## config.mk

```make
export PLATFORM = sky130hd
export DESIGN_NAME = irq_sleep_top
export DESIGN_NICKNAME = d
export VERILOG_FILES = /design/src/irq_pkg.sv /design/src/irq_arbiter.sv /design/src/irq_sample.sv /design/src/irq_sleep_top.sv /design/src/sleep_ctrl.sv /design/src/wfi_decode.sv
export VERILOG_INCLUDE_DIRS = /design/src
export SDC_FILE = /design/constraint.sdc
export NUM_CORES = 1
export LEC_CHECK = 0
export ABC_AREA = 1
export ABC_CLOCK_PERIOD_IN_PS = 2350
export BUFFER_PORTS_ARGS = -buffer_cell sky130_fd_sc_hd__clkbuf_2
export CORE_ASPECT_RATIO = 0.9
export CORE_MARGIN = 2
export CORE_UTILIZATION = 36
export CTS_BUF_LIST = sky130_fd_sc_hd__clkbuf_4 sky130_fd_sc_hd__clkbuf_8
export DETAILED_ROUTE_END_ITERATION = 16
export PLACE_DENSITY = 0.95
export SYNTH_ARGS = -nofsm -noshare
export SYNTH_HDL_FRONTEND = slang
export SYNTH_SLANG_ARGS = --single-unit
```

## constraint.sdc

```tcl
create_clock -name clk_i -period 2.35 [get_ports clk_i]
set_clock_uncertainty 0.2 [all_clocks]
set_input_delay 0.1175 -clock clk_i [delete_from_list [all_inputs] [get_ports clk_i]]
set_output_delay 0.1175 -clock clk_i [all_outputs]
set_load 0.01 [all_outputs]
```

## src/irq_settings.svh

```systemverilog
// -------------------------------------------------------------------
// Interrupt and sleep unit settings
// Line count, valid lines, sleep instruction encodings and timing
// -------------------------------------------------------------------

`ifndef IRQ_SETTINGS_SVH
`define IRQ_SETTINGS_SVH

// Interrupt lines seen by the core
`define IRQ_NUM 32

// Lines 31..16 are platform interrupts, 11/7/3 are MEI/MTI/MSI
`define IRQ_VALID_MASK 32'hffff_0888

// Acknowledgements the unit may have in flight toward the core
`define IRQ_CREDITS 1

// ------------------------------------------------------------------
// Sleep instructions
// ------------------------------------------------------------------

`define INSTR_WFI 32'h10500073
`define INSTR_WFE 32'h8C000073

// Cycles already spent in writeback before sleep may be entered
`define WFI_SLEEP_DELAY 2

`endif

```

## src/irq_pkg.sv

```systemverilog
// -------------------------------------------------------------------
// Interrupt and sleep unit package
// Types shared by the interrupt and the sleep pipelines
// -------------------------------------------------------------------

`include "irq_settings.svh"

package irq_pkg;

  // ------------------------------------------------------------------
  // Interrupt types
  // ------------------------------------------------------------------

  // One bit per interrupt line, as in mip and mie
  typedef logic [`IRQ_NUM-1:0] irq_vec_t;

  // Interrupt number reported with the acknowledge
  typedef logic [9:0] irq_id_t;

  // ------------------------------------------------------------------
  // Privilege
  // ------------------------------------------------------------------

  // Only user and machine mode exist on this core
  typedef enum logic [1:0] {
    PRIV_LVL_U = 2'b00,
    PRIV_LVL_M = 2'b11
  } priv_lvl_e;

endpackage

```

## src/irq_arbiter.sv

```systemverilog
// -------------------------------------------------------------------
// Interrupt arbiter
// Fixed-priority winner, global enable and credit-based acknowledge
// -------------------------------------------------------------------

`timescale 1ns/1ns

`include "irq_settings.svh"

module irq_arbiter
  import irq_pkg::*;
(
  input  logic      clk_i,
  input  logic      rst_ni,

  input  irq_vec_t  pending_i,
  input  logic      mstatus_mie_i,
  input  priv_lvl_e priv_lvl_i,

  // Core returns one credit once its handler has taken the interrupt
  input  logic      irq_credit_i,

  output logic      irq_ack_o,
  output irq_id_t   irq_id_o
);

  localparam int CRED_W = $clog2(`IRQ_CREDITS + 1);

  logic        win_valid;
  irq_id_t     win_id;
  logic        eligible;
  logic        has_credit;
  logic [CRED_W-1:0] credit_q;

  // ------------------------------------------------------------------
  // Priority encoder
  // ------------------------------------------------------------------

  // Lowest priority first, later hits override earlier ones.
  // Order is 31..16, then 11, then 3, then 7
  always_comb begin
    win_valid = 1'b0;
    win_id    = '0;
    if (pending_i[7]) begin
      win_valid = 1'b1;
      win_id    = irq_id_t'(7);
    end
    if (pending_i[3]) begin
      win_valid = 1'b1;
      win_id    = irq_id_t'(3);
    end
    if (pending_i[11]) begin
      win_valid = 1'b1;
      win_id    = irq_id_t'(11);
    end
    for (int i = 16; i < `IRQ_NUM; i++) begin
      if (pending_i[i]) begin
        win_valid = 1'b1;
        win_id    = irq_id_t'(i);
      end
    end
  end

  // M-mode needs mstatus.MIE, U-mode takes any enabled pending line
  assign eligible = ((priv_lvl_i == PRIV_LVL_M) && mstatus_mie_i) ||
                    ((priv_lvl_i == PRIV_LVL_U) && (|pending_i));

  // ------------------------------------------------------------------
  // Credit counter
  // ------------------------------------------------------------------

  assign has_credit = (credit_q != '0);

  always_ff @(posedge clk_i or negedge rst_ni) begin
    if (!rst_ni) begin
      credit_q <= CRED_W'(`IRQ_CREDITS);
    end else begin
      // Return and consume in the same cycle cancel out
      case ({irq_credit_i, irq_ack_o})
        2'b10: begin
          if (credit_q < CRED_W'(`IRQ_CREDITS)) begin
            credit_q <= credit_q + 1'b1;
          end
        end
        2'b01:   credit_q <= credit_q - 1'b1;
        default: credit_q <= credit_q;
      endcase
    end
  end

  // Without a credit the winner simply waits, the line is level-held
  assign irq_ack_o = win_valid && eligible && has_credit;
  assign irq_id_o  = irq_ack_o ? win_id : '0;

endmodule

```

## src/irq_sample.sv

```systemverilog
// -------------------------------------------------------------------
// Interrupt sample stage
// Flops the interrupt lines into mip and forms the pending vector
// -------------------------------------------------------------------

`timescale 1ns/1ns

`include "irq_settings.svh"

module irq_sample
  import irq_pkg::*;
(
  input  logic     clk_i,
  input  logic     rst_ni,

  // External interrupt lines and local enables
  input  irq_vec_t irq_i,
  input  irq_vec_t mie_i,

  output irq_vec_t mip_o,
  output irq_vec_t pending_o
);

  irq_vec_t mip_q;

  // Reserved lines are dropped before the flop
  always_ff @(posedge clk_i or negedge rst_ni) begin
    if (!rst_ni) begin
      mip_q <= '0;
    end else begin
      mip_q <= irq_i & irq_vec_t'(`IRQ_VALID_MASK);
    end
  end

  assign mip_o = mip_q;

  // Pending and locally enabled, shared by arbiter and sleep control
  assign pending_o = mip_q & mie_i;

endmodule

```

## src/irq_sleep_top.sv

```systemverilog
// -------------------------------------------------------------------
// Interrupt and sleep unit
// Sample and arbitrate pipeline beside the decode and sleep pipeline
// -------------------------------------------------------------------

`timescale 1ns/1ns

module irq_sleep_top
  import irq_pkg::*;
(
  input  logic        clk_i,
  input  logic        rst_ni,

  // ------------------------------------------------------------------
  // Interrupts
  // ------------------------------------------------------------------
  input  irq_vec_t    irq_i,
  input  irq_vec_t    mie_i,
  input  logic        mstatus_mie_i,
  input  priv_lvl_e   priv_lvl_i,
  input  logic        irq_credit_i,
  output logic        irq_ack_o,
  output irq_id_t     irq_id_o,
  output irq_vec_t    mip_o,

  // ------------------------------------------------------------------
  // Writeback and sleep
  // ------------------------------------------------------------------
  input  logic        wb_valid_i,
  input  logic [31:0] wb_rdata_i,
  input  logic        wb_err_i,
  input  logic        wb_kill_i,
  input  logic        debug_mode_i,
  input  logic        dcsr_step_i,
  input  logic        mstatus_tw_i,
  input  logic        debug_req_i,
  input  logic        nmi_pending_i,
  input  logic        wfe_wake_i,
  input  logic [1:0]  instr_outstanding_i,
  input  logic [1:0]  data_outstanding_i,
  input  logic        wbuf_empty_i,
  output logic        core_sleep_o,
  output logic        retire_o
);

  irq_vec_t pending;
  logic     in_wb;
  logic     is_wfe;

  irq_sample i_sample (
    .clk_i     (clk_i),
    .rst_ni    (rst_ni),
    .irq_i     (irq_i),
    .mie_i     (mie_i),
    .mip_o     (mip_o),
    .pending_o (pending)
  );

  irq_arbiter i_arbiter (
    .clk_i         (clk_i),
    .rst_ni        (rst_ni),
    .pending_i     (pending),
    .mstatus_mie_i (mstatus_mie_i),
    .priv_lvl_i    (priv_lvl_i),
    .irq_credit_i  (irq_credit_i),
    .irq_ack_o     (irq_ack_o),
    .irq_id_o      (irq_id_o)
  );

  wfi_decode i_decode (
    .wb_valid_i   (wb_valid_i),
    .wb_rdata_i   (wb_rdata_i),
    .wb_err_i     (wb_err_i),
    .wb_kill_i    (wb_kill_i),
    .debug_mode_i (debug_mode_i),
    .dcsr_step_i  (dcsr_step_i),
    .priv_lvl_i   (priv_lvl_i),
    .mstatus_tw_i (mstatus_tw_i),
    .in_wb_o      (in_wb),
    .is_wfe_o     (is_wfe)
  );

  // Same pending vector as the arbiter sees
  sleep_ctrl i_sleep (
    .clk_i               (clk_i),
    .rst_ni              (rst_ni),
    .in_wb_i             (in_wb),
    .is_wfe_i            (is_wfe),
    .pending_i           (pending),
    .debug_req_i         (debug_req_i),
    .nmi_pending_i       (nmi_pending_i),
    .wfe_wake_i          (wfe_wake_i),
    .dcsr_step_i         (dcsr_step_i),
    .instr_outstanding_i (instr_outstanding_i),
    .data_outstanding_i  (data_outstanding_i),
    .wbuf_empty_i        (wbuf_empty_i),
    .core_sleep_o        (core_sleep_o),
    .retire_o            (retire_o)
  );

endmodule

```

## src/sleep_ctrl.sv

```systemverilog
// -------------------------------------------------------------------
// Sleep control
// Writeback residency, block and wake logic, core_sleep_o and retire
// -------------------------------------------------------------------

`timescale 1ns/1ns

`include "irq_settings.svh"

module sleep_ctrl
  import irq_pkg::*;
(
  input  logic       clk_i,
  input  logic       rst_ni,

  // From decode
  input  logic       in_wb_i,
  input  logic       is_wfe_i,

  // Wake-up reasons
  input  irq_vec_t   pending_i,
  input  logic       debug_req_i,
  input  logic       nmi_pending_i,
  input  logic       wfe_wake_i,
  input  logic       dcsr_step_i,

  // Bus and write buffer activity
  input  logic [1:0] instr_outstanding_i,
  input  logic [1:0] data_outstanding_i,
  input  logic       wbuf_empty_i,

  output logic       core_sleep_o,
  output logic       retire_o
);

  localparam int DLY = `WFI_SLEEP_DELAY;

  logic [DLY-1:0] hist_q;
  logic [DLY:0]   hist;
  logic           resident;
  logic           blocked;
  logic           wake;

  // ------------------------------------------------------------------
  // Writeback residency
  // ------------------------------------------------------------------

  // Bit 0 is this cycle, bit n is n cycles ago
  assign hist = {hist_q, in_wb_i};

  always_ff @(posedge clk_i or negedge rst_ni) begin
    if (!rst_ni) begin
      hist_q <= '0;
    end else begin
      hist_q <= hist[DLY-1:0];
    end
  end

  // Now and in each of the previous DLY cycles
  assign resident = &hist;

  // ------------------------------------------------------------------
  // Block and wake
  // ------------------------------------------------------------------

  assign blocked = (|instr_outstanding_i) ||
                   (|data_outstanding_i)  ||
                   !wbuf_empty_i;

  // Event wake only applies to WFE
  assign wake = (|pending_i)    ||
                debug_req_i     ||
                nmi_pending_i   ||
                (wfe_wake_i && is_wfe_i);

  // Wake drops sleep in the same cycle that retire rises
  assign core_sleep_o = resident && !blocked && !wake && !dcsr_step_i;

  // From the second cycle on, retire on wake.
  // In the first cycle only a single-step retires
  assign retire_o = in_wb_i && ((hist_q[0] && wake) ||
                                (!hist_q[0] && dcsr_step_i));

endmodule

```

## src/wfi_decode.sv

```systemverilog
// -------------------------------------------------------------------
// WFI/WFE decode
// Flags an eligible WFI or WFE sitting in the writeback stage
// -------------------------------------------------------------------

`timescale 1ns/1ns

`include "irq_settings.svh"

module wfi_decode
  import irq_pkg::*;
(
  // Writeback stage
  input  logic        wb_valid_i,
  input  logic [31:0] wb_rdata_i,
  input  logic        wb_err_i,
  input  logic        wb_kill_i,

  input  logic        debug_mode_i,
  input  logic        dcsr_step_i,
  input  priv_lvl_e   priv_lvl_i,
  input  logic        mstatus_tw_i,

  output logic        in_wb_o,
  output logic        is_wfe_o
);

  logic is_wfi_word;
  logic is_wfe_word;
  logic tw_trap;
  logic invalid;

  assign is_wfi_word = (wb_rdata_i == `INSTR_WFI);
  assign is_wfe_word = (wb_rdata_i == `INSTR_WFE);

  // U-mode with timeout-wait traps instead of sleeping
  assign tw_trap = (priv_lvl_i == PRIV_LVL_U) && mstatus_tw_i;

  assign invalid = !wb_valid_i   ||
                   wb_err_i      ||
                   wb_kill_i     ||
                   debug_mode_i  ||
                   tw_trap;

  // Single-step keeps the instruction visible here. Sleep control
  // retires it in its first cycle and never lets it sleep
  assign in_wb_o = (is_wfi_word || is_wfe_word) && !invalid;

  // A stepped WFE retires at once, so it never waits for an event
  assign is_wfe_o = is_wfe_word && !invalid && !dcsr_step_i;

endmodule
```

### After elaboration in Yosys (flattened, before gate mapping)

Cells that the tools add are included.

| storage, ports and cells | value |
|---|---|
| bits in registers | 22 |
| input bits | 116 |
| output and inout bits | 45 |
| logic and storage cells | 95 |

| cells by class | value |
|---|---|
| $add $sub $neg | 2 |
| $lt $le $gt $ge | 1 |
| equality and inequality tests | 6 |
| mux-type cells | 41 |
| bitwise operators | 1 |
| reduce and logical (&&, ||, !) cells | 41 |

Operators with widths:

| kind | number |
|---|---|
| 10-bit two-way mux | 19 |
| 32-bit AND | 1 |
| 32-bit by 29-bit equality test with 1-bit output (second input constant) | 1 |
| 32-bit equality test (second input constant) | 1 |
| 32-bit OR reduction | 1 |
| 1-bit two-way mux | 20 |
| 1-bit logical AND | 15 |
| 1-bit logical OR | 12 |
| 1-bit zero test | 7 |
| 2-bit equality test (second input constant) | 2 |
| 2-bit OR reduction | 2 |
| 3-bit two-way mux | 1 |
| 3-bit AND reduction | 1 |
| 2-bit by 1-bit equality test with 1-bit output (second input constant) | 1 |
| 2-bit zero test | 1 |
| 2-bit by 1-bit != test with 1-bit output (second input constant) | 1 |
| 1-bit one-hot mux with 2 select lines | 1 |
| 2-bit AND reduction | 1 |
| 2-bit nonzero test | 1 |
| 1-bit adder (second input constant) | 1 |
| 1-bit < comparator (second input constant) | 1 |
| 1-bit subtractor (second input constant) | 1 |

### Logic depth before layout (Yosys ltp)

Gate-level depths: netlist of the first run.

| logic depth | value |
|---|---|
| word-level depth | 25 |
| depth in mapped cells | 18 |
| gate-level depth less buffers | 18 |

### Hierarchy

From an unflattened synthesis of the first run, not the netlist that was laid out.

| unflattened totals | value |
|---|---|
| cells, all modules | 275 |
| area total of the unflattened synthesis | 1731.7 sq um |

Modules (own cells, without submodules):

| module | instances | cells each | area an instance (sq um) | sequential area each (sq um) |
|---|---|---|---|---|
| irq_sample | 1 | 84 | 817.0 | 475.5 |
| irq_arbiter | 1 | 82 | 407.9 | 26.3 |
| wfi_decode | 1 | 64 | 269.0 | 0.0 |
| sleep_ctrl | 1 | 45 | 237.7 | 50.0 |

### Least setup slack after synthesis of the first run

Ideal clock, no wire load.

| timing path | value |
|---|---|
| kind | reg2out |
| start | register i_sample.mip_q[11] (netlist: i_sample.mip_o[11]) |
| end | output irq_id_o[0] |
| data arrival time | 1.416 ns |
| slack | 0.617 ns |
| stages on the path, launching flop included | 19 |
| path buffers | 0 |
| path through | dfrtp_1 > nand2_1 > nand3_2 > nand2_1 > nand2_1 > nand2_1 > nand2_1 > nand2_1 > nand2_1 > nand2_1 > nand2_1 > nand2_1 > nand2_1 > nand2_1 > nand2_1 > nand2_1 > nand2_1 > nand2_1 > a21oi_1 |

| between the ends | value |
|---|---|
| cells in the longest elaborated chain, start to end | 21 |

RTL lines:

| element | line | source |
|---|---|---|
| start: declaration | irq_sample.sv:24 | `irq_vec_t mip_q;` |
| start signal: assignment | irq_sample.sv:31 | `` mip_q <= irq_i & irq_vec_t'(`IRQ_VALID_MASK); `` |
| 32-bit AND (*) | irq_sample.sv:38 | `assign pending_o = mip_q & mie_i;` |
| 1-bit two-way mux | irq_arbiter.sv:52 | `if (pending_i[11]) begin` |
| 1-bit two-way mux (16 in a row) | irq_arbiter.sv:57 | `if (pending_i[i]) begin` |
| 1-bit logical AND (2 in a row) | irq_arbiter.sv:92 | `assign irq_ack_o = win_valid && eligible && has_credit;` |
| 10-bit two-way mux (*) | irq_arbiter.sv:93 | `assign irq_id_o = irq_ack_o ? win_id : '0;` |
| end: declaration | irq_sleep_top.sv:23 | `output irq_id_t irq_id_o,` |

Mark *: on every way between the ends. The rest lies on a longest branch, timed or not.

### Worst setup path after layout of the first run

Ends and elaborated chain as after synthesis.

==> results of run 1 <==
[where the power goes]
part	internal [mW]	leakage [nW]	switching [mW]
logic	0.128	0.976	0.145
registers	0.399	0.260	0.0124
clock network	0.150	0.0288	0.128
total	0.677	1.26	0.285
[per-layer routing]
| metal | track usage | routed length, um |
|---|---|---|
| met5 | 0 | 0 |
| met4 | 0.0962 | 128 |
| met3 | 0.0538 | 554 |
| met2 | 0.453 | 2410 |
| met1 | 0.246 | 1580 |
[flip-flops by register name (all words and copies together), names as in the netlist]
name / count
i_sample.mip_o: 19
i_sleep.hist_q: 2
i_arbiter.credit_q: 1
[area by class of cell]
class                      count  area share
tap                           44      0.0252
multi-input combinational    129       0.296
clock buffer                   4      0.0252
inverter                      14      0.0240
timing repair buffer         141       0.377
sequential                    22       0.252
[what timing repair did]
item,4_1_cts,5_1_grt
setup endpoints to repair,0,7
buffers inserted,0,2
gates resized for setup,0,10
hold buffers,23,0
endpoints found under the hold margin,43,0
[kinds of logic (layout without fill, tap and decap cells)]
family	Yosys count	count (layout)	synth area share
and+or+nand+nor	101	101	0.353
buffers and inverters	32	159	0.145
DFF	22	22	0.426
AOI/OAI and AO/OA	9	9	0.0656
adders and majority gates	1	1	0.00772
other	1	18	0.00289
[per-stage QoR]
step,instances,instance area (um2),setup WS [ns]
2_1_floorplan,183,1360,0.617
3_3_place_gp,325,1860,0.435
3_5_place_dp,325,1860,0.430
4_1_cts,352,2150,0.133
5_1_grt,354,2190,-0.127
6_report,354,2190,0.0403
[final timing paths]
check                                          end  slack (ns)  cells after the start               start
max in group asynchronous       i_arbiter.credit_q        1.38                      2              rst_ni
min in group clk_i               i_sleep.hist_q[1]        0.22                      0   i_sleep.hist_q[0]
worst max-delay path                   irq_id_o[0]        0.04                     19  i_sample.mip_o[11]
worst min-delay path            i_sample.mip_o[31]        0.20                      2              rst_ni
worst min register to register   i_sleep.hist_q[1]        0.22                      0   i_sleep.hist_q[0]
worst max register to register  i_arbiter.credit_q        0.51                     10  i_sample.mip_o[18]
[worst reg2reg max path, stage by stage, from the launching register on]
cell	delay [ns]
sky130_fd_sc_hd__dfrtp_1	0.37
sky130_fd_sc_hd__nand2_1	0.10
sky130_fd_sc_hd__nand2_1	0.08
sky130_fd_sc_hd__inv_1	0.06
sky130_fd_sc_hd__nand3_1	0.09
sky130_fd_sc_hd__inv_2	0.05
sky130_fd_sc_hd__nand2_1	0.13
sky130_fd_sc_hd__nor3_4	0.06
sky130_fd_sc_hd__a21oi_1	0.14
sky130_fd_sc_hd__nand2_2	0.14
sky130_fd_sc_hd__maj3_1	0.35
[cells in the mapped netlist, drive strengths merged]
cell      n
nand4     2
nand3b    1
inv      14
a2111oi   1
nor2     26
maj3      1
buf      18
o21a      1
nor3      4
a21oi     4
nand3    10
conb      1
o211ai    1
a211oi    1
nand2    53
or2       1
nor4      4
dfrtp    21
o21ai     1
dfstp     1
[cell usage in the layout, fill, tap and decap left out, types with 2 or more instances in the layout]
cell type,Yosys,layout
sky130_fd_sc_hd__nand3_1,9,9
sky130_fd_sc_hd__clkbuf_2,0,115
sky130_fd_sc_hd__nor4_2,2,2
sky130_fd_sc_hd__nand2_1,52,46
sky130_fd_sc_hd__nor2_1,26,25
sky130_fd_sc_hd__clkbuf_8,0,4
sky130_fd_sc_hd__conb_1,1,18
sky130_fd_sc_hd__inv_1,12,12
sky130_fd_sc_hd__nor3_1,3,3
sky130_fd_sc_hd__nand2_2,1,7
sky130_fd_sc_hd__inv_2,2,2
sky130_fd_sc_hd__a21oi_1,4,3
sky130_fd_sc_hd__dlygate4sd3_1,0,23
sky130_fd_sc_hd__buf_4,18,2
sky130_fd_sc_hd__dfrtp_1,21,21
sky130_fd_sc_hd__nand4_1,2,2
==> results list, run 1 <==
- After floorplanning, the core was divided into 20 placement rows.
- Die Span Y: roughly 61 um
- Share of final-layout standard cells stronger than drive strength 1: 0.458
- Area occupied by multi-input gates: about 650 um2
- In this run the number of H-tree levels came out at 1.
* Nature of the critical path endpoint: primary output
- Cell type with the highest aggregate area in the netlist: sky130_fd_sc_hd__dfrtp_1
* First-pass GRT wire length: ~7200 um
- Compared with the post-synthesis result, the final layout area differs by 68.8%.
* Count of boundary I/O pins: around 160
- Clock-pin slew was measured on the worst setup and hold paths at around 0.080 ns.
- The synthesized netlist occupies a cell area of between 1000 and 1500 um2.
- Vias after detailed routing: between 1500 and 2000
- Global route total overflow: 0
- Arrival time of the worst setup path: around 2.0 ns
- The die is roughly 67 um wide.
- Number of nets at the end of the flow: roughly 430
- Dividing the final minimum period by the clock period gives 0.983.
- The sequential cells in the finished layout cover a total of approximately 550 um2.
- Num Clock Sinks: 22
- For this design, the slowest cell found on the critical path is sky130_fd_sc_hd__dfrtp_1.
* Buffers and inverters on the worst path: 1
- In the synthesized netlist, the number of instances is ~170.
- Fin Setup TNS: 0 ns
- Initial core utilization: 0.381
- The critical path is of the register to primary output type.
- Maximum number of pins on one net before global-route repair: 23
- The number of clock buffers added by TritonCTS is 3.
* Transition time at the pin with the least slew margin: between 0.5 and 0.6 ns
- DRC violation count after routing: 0
* Drt pass-1 iters: 4
- Cell-by-cell trace of the critical path: nand2_2 > nand3_2 > nand2_1 > nand2_1 > nand2_1 > nand2_1 > nand2_1 > nand2_1 > nand2_1 > nand2_1 > nand2_1 > nand2_1 > nand2_1 > nand2_1 > nand2_1 > nand2_1 > nand2_1 > a21oi_2 > buf_2
- Highest fanout seen on the critical path: 3
* Average size of a mapped cell: roughly 7.8 um2
* Die Area: approximately 4100 um2
- Setup repair after global routing could not meet its margin everywhere.
- In the global route stage, overall resource usage came out at 0.235.
- Number of antenna violations at the first check in global routing: 0
* Pins over their slew limit: 0
- The number of different library cells used by synthesis comes to 26.
* Most frequent cell on the critical path: sky130_fd_sc_hd__nand2_1
* Wire per inst: 13.2 um
- Dividing the detail-routed via count by the number of cells gives about 4.7.
- Power after layout: slightly below 1 mW
- Kind of start point of the critical path: register
- Ranked by total cell area, the synthesized netlist is headed by sky130_fd_sc_hd__dfrtp_1 (41%), sky130_fd_sc_hd__nand2_1 (15%), sky130_fd_sc_hd__buf_4 (10%).
* Post-route worst hold slack: about 0.2 ns
- In this run the worst hold path is classified as input port to async pin.
- Flops & latches, synth: 22
- Routability-driven placement finished with a final weighted congestion of 0.725.
* Clock latency reported for the late side of the worst-skew pair: about 0.27 ns
- Post-route minimum period: 2.31 ns
- Area share of the largest cell type after synthesis: 0.405
* Placed wire-length estimate: around 3100 um
* Port Buf Inserts: approximately 120
- In this design, the stage delay of the slowest critical-path cell is around 0.39 ns.
- The flow ran to the end, and the final reports show no timing, DRC or antenna violations.
* Number of setup violations in the final report: 0
- Peak supply drop: between 0.0004 and 0.0005 V
- Maximum frequency from static timing analysis: approximately 430 MHz
- Critical path required time: 2.03 ns
* Area of the core: ~3400 um2
- Final Hold Violating Endpoints: 0
* ANT nets after route: 0
* CTS tree: done
- Fill cell instance count of the final layout: between 200 and 300
- PwrDens: roughly 440 nW/um2
- Delay-heaviest family, CP: simple AND/OR/NAND/NOR gates
- Relative slew margins: 0.629
- Cell at the root of the clock tree: sky130_fd_sc_hd__clkbuf_8
- Cell leakage power: approximately 1.3 nW
* Clock Tree Buf Depth: 2
- The routed design has between 4000 and 5000 um of wire.
- DRC marker count from the first detailed-route iteration: a little under 70
- Sequential element share of the synthesized area: 0.426
- Yosys printed 0 warnings.
* Number of global-route vias before repair: between 1500 and 2000
- The repair_antennas step left the layout with diodes totalling 0.
- Number of max-cap violations: 0
- Final Core Density: 0.643
No activity file was read; power rests on OpenSTA's default activity.
==> inputs of run 2 (changes only) <==
--- a/config.mk
+++ b/config.mk
@@ -6,12 +6,11 @@
 export SDC_FILE = /design/constraint.sdc
 export NUM_CORES = 1
 export LEC_CHECK = 0
-export ABC_AREA = 1
 export ABC_CLOCK_PERIOD_IN_PS = 2350
 export BUFFER_PORTS_ARGS = -buffer_cell sky130_fd_sc_hd__clkbuf_2
 export CORE_ASPECT_RATIO = 0.9
 export CORE_MARGIN = 2
-export CORE_UTILIZATION = 36
+export CORE_UTILIZATION = 35
 export CTS_BUF_LIST = sky130_fd_sc_hd__clkbuf_4 sky130_fd_sc_hd__clkbuf_8
 export DETAILED_ROUTE_END_ITERATION = 16
 export PLACE_DENSITY = 0.95
==> run 2 against run 1 <==
  * Sequential share of layout area grew 0.23 points
  * Hold slack lost 0.057 ns
  * Critical path type unchanged
  * Critical path depth shrank 13
  * Die area shrank 0.20%
  * Highest routed layer unchanged
==> results list, run 2 <==
* Result of the run: finished clean
- Synth Area in XOR/XNOR: 0 (unchanged)
- Final Hold Violating Endpoints: 0 (unchanged)
* Average size of a mapped cell: 10.1 um2 (+30%)
* Yosys warns: 0 (unchanged)
* Number of max-cap violations: 0 (unchanged)
- Adder-cell area share of the yosys netlist: 0 (-0.00772)
- Net switching fraction of the power: 0.251 (-0.0451)
- The overall routed net length came to 4090 um (-12%).
- For this run, the leading register cell type out of synthesis is sky130_fd_sc_hd__dfrtp_1.
- Routed vias/inst: 4.83 (+3.6%)
- The share of Yosys cell area claimed by the top area cell type came to 0.418 (+0.0125).
- The largest individual stage delay along the critical path comes from the cell sky130_fd_sc_hd__dfrtp_1.
- Cell type with the highest aggregate area in the netlist: sky130_fd_sc_hd__dfrtp_1
- Transition time at the pin with the least slew margin: 0.549 ns (-0.00664 ns)
* Final Core Density: 0.637 (-0.00588)
- The total number of vias is 1520 (-7.8%).
- The gate count of the mapped netlist was 124 (-25%).
- The required time of the critical path is 2.03 ns (about the same).
* Delay-heaviest family, CP: simple AND/OR/NAND/NOR gates
- Site row count: 20 (unchanged)
* Depth of the CTS H-tree: 1 (unchanged)
* Clock latency reported for the late side of the worst-skew pair: 0.26 ns (about the same)
- The peak supply drop came to 0.000475 V (+14%).
* Share of total power in the clock network: 0.342 (+0.053)
* Number of flops mapped to enable cells by yosys: 0 (unchanged)
* Die Area: 4090 um2 (-0.20%)
* Hold WC Path Type: input port to register
- Flops & latches, synth: 22 (unchanged)
- The per-cell routed wire length came to 13.0 um (-1.6%).
- Fraction of registers with async set/reset: 1.00 (unchanged)
- Commonest cells after routing, fill and taps aside: sky130_fd_sc_hd__clkbuf_2 (115), sky130_fd_sc_hd__dlygate4sd3_1 (23), sky130_fd_sc_hd__dfrtp_1 (21), sky130_fd_sc_hd__conb_1 (18), sky130_fd_sc_hd__nand2_1 (10)
- Port Buf Inserts: 116 (unchanged)
- The highest clock rate was 447 MHz (+3.3%).
* Maximum number of pins on one net before global-route repair: 23 (unchanged)
- Kind of start point of the critical path: register
- The number of primary I/O pins was 161 (unchanged).
* PwrDens: 468 nW/um2 (+6.4%)
- Leading cell types by count after synthesis: sky130_fd_sc_hd__dfrtp_1 (21), sky130_fd_sc_hd__buf_4 (18), sky130_fd_sc_hd__nand2_1 (10), sky130_fd_sc_hd__nand3_1 (10), sky130_fd_sc_hd__a21oi_1 (8)
- DRC marker count from the first detailed-route iteration: 99 (+46%)
* Register clock-pin slew on the reported worst setup and hold paths: 0.08 ns (about the same)
- The sequential area share after synthesis was 0.439 (+0.0131).
- Combinational family with the most area after synthesis: simple AND/OR/NAND/NOR gates
* Post-route minimum period: 2.23 ns (-0.0748 ns)
- Leaving out fill and tap cells, the most frequent cell in the layout is sky130_fd_sc_hd__clkbuf_2.
* Global placement routability congestion: 0.706 (-2.6%)
- The aggregate global routing overflow came to 0 (unchanged).
- The first-pass iteration count of the detailed router is 4 (unchanged).
* Initial core utilization: 0.369 (-0.0114)
- The netlist area before placement is 1260 um2 (-3.0%).
- Fraction of power consumed by combinational cells: 0.249 (-0.034)
- TritonCTS built the clock tree.
- The worst setup path is of the register to primary output kind.
* Post-route worst hold slack: 0.140 ns (-0.0568 ns)
* Sequential Power Share: 0.408 (-0.020)
* First-pass GRT wire length: 5950 um (-17%)
- The final-report setup violation count was 0 (unchanged).
* Net Sw Power: 255 uW (-11%)
- Cell-by-cell trace of the critical path: a22o_4 > nor4_4 > nand3_2 > nor2_2 > and4_1 > buf_2
- The share of the clock period used by the worst path after layout was 0.951 (-0.0318).
- Highest fanout seen on the critical path: 4 (+1)
* Antenna diodes: 0 (unchanged)
- The number of buffers created by CTS is 3 (unchanged).
* Number of antenna violations at the first check in global routing: 0 (unchanged)
- The post-synthesis simple-gate area fraction was 0.242 (-0.111).
- The final HPWL from detailed placement was 3170 um (+3.5%).
- Die Span Y: 60.9 um (about the same)
- The number of buffer and inverter instances along the worst setup path is 1 (unchanged).
- Arrival time of the worst setup path: 1.92 ns (-0.07 ns)
* Num Clock Sinks: 22 (unchanged)
- The proportion of layout cells with a drive suffix above 1 came to 0.498 (+0.0401).
- Unique cell type count in the Yosys netlist: 36 (+38%)
* Horizontal die dimension: 67.2 um (-0.10%)
* Relative slew margins: 0.634 (+0.00443)
- The total leakage power is 1.13 nW (-10%).
- Nature of the critical path endpoint: primary output
- Unrepaired setup endpoints after global routing: true
- The area growth from synthesis to layout is 72.4%.
* Number of nets at the end of the flow: 388 (-9.1%)
* Internal power contribution: 759 uW (+12%)
- The post-detailed-route DRC marker count was 0 (unchanged).
- The area inside the core boundary came to 3400 um2 (unchanged).
- The proportion of synthesized area in mux cells was 0 (unchanged).
- Clock tree synthesis selected as its root buffer the cell sky130_fd_sc_hd__clkbuf_8.
* Flip-flop count of the largest register, all copies and words added: 19 (unchanged)
* Ranking of synthesized cells by area: sky130_fd_sc_hd__dfrtp_1 (42%), sky130_fd_sc_hd__buf_4 (11%), sky130_fd_sc_hd__nand3_1 (4.0%)
- The max-slew violation count came to 0 (unchanged).
* Max incr delay on CP: 0.43 ns (+0.04 ns)
- Fraction of the mapped netlist area in compound gates: 0.200 (+0.134)
- The buffer levels on the longest clock path is 2 (unchanged).
- Overall global routing resource usage: 0.192 (-0.0423)
* Most frequently used cell type in the post-synthesis netlist: sky130_fd_sc_hd__dfrtp_1
* Power after layout: 1.01 mW (+5.4%)
- The count of antenna-violating nets left after detailed routing came to 0 (unchanged).
- Number of global-route vias before repair: 1417 (-16%)
run 2: cell families (layout without fill, tap and decap cells):
| kind of cell | after synthesis | in the layout |
|---|---|---|
| buffers and inverters | 21 | 151 |
| AND/OR/NAND/NOR | 49 | 49 |
| other | 1 | 18 |
| flip-flops | 22 | 22 |
| AO/OA/AOI/OAI | 31 | 31 |
run 2: final cells by class:
| class | count | area (um2) |
|---|---|---|
| Multi-Input combinational cell | 98 | 631 |
| Sequential cell | 22 | 552 |
| Clock buffer | 3 | 41.3 |
| Timing Repair Buffer | 144 | 848 |
| Tap cell | 44 | 55.1 |
| Clock inverter | 1 | 30.0 |
| Inverter | 3 | 11.3 |
| Fill cell | 282 | 1230 |
run 2: worst paths after layout:
kind	slack, ns	endpoint	depth (start not counted)	start
max	0.12	core_sleep_o	6	i_sample.mip_o[28]
min	0.14	i_arbiter.credit_q	4	priv_lvl_i[0]
max reg2reg	0.55	i_arbiter.credit_q	6	i_sample.mip_o[28]
min reg2reg	0.21	i_sleep.hist_q[1]	0	i_sleep.hist_q[0]
max in group asynchronous	1.39	i_arbiter.credit_q	2	rst_ni
min in group asynchronous	0.19	i_sample.mip_o[25]	2	rst_ni
run 2: per-stage QoR:
stage	std cells	area, um2	worst slack (ns)	TNS [ns]
finish	315	2170	0.115	0
global route	315	2170	-0.0181	-0.0181
CTS	311	2130	0.0187	0
detailed placement	283	1820	0.236	0
global placement	283	1820	0.288	0
floorplan	141	1320	0.490	0
run 2: metal layers:
metal	vias to the layer above	track usage	share of wire
met4	0	0.0379	0.0046
met5	-	0	0
met3	4	0.0501	0.072
met2	64	0.358	0.54
li1	735	-	-
met1	717	0.225	0.38
run 2: power groups by stage:
stage	combinational, mW	sequential [mW]	clock (mW)
3_5_place_dp	0.215	0.421	0
5_1_grt	0.278	0.416	0.374
3_3_place_gp	0.209	0.420	0
6_report	0.253	0.414	0.347
2_1_floorplan	0.102	0.427	0
4_1_cts	0.246	0.413	0.355
run 2: timing repair:
action / CTS / global route
pin swaps: 1 / 5
endpoints found under the setup margin: 6 / 8
setup buffers: 1 / 4
hold endpoints to repair: 42 / 0
gates resized for setup: 0 / 4
gates cloned: 0 / 0
hold buffers: 23 / 0
run 2: worst reg2reg max path: stages, from the launching register on:
cell and delay, ns:
sky130_fd_sc_hd__dfrtp_1 0.43, sky130_fd_sc_hd__a22o_4 0.29, sky130_fd_sc_hd__nor4_4 0.33, sky130_fd_sc_hd__nand3_2 0.18, sky130_fd_sc_hd__buf_4 0.17, sky130_fd_sc_hd__nand2_1 0.04, sky130_fd_sc_hd__a21o_1 0.11
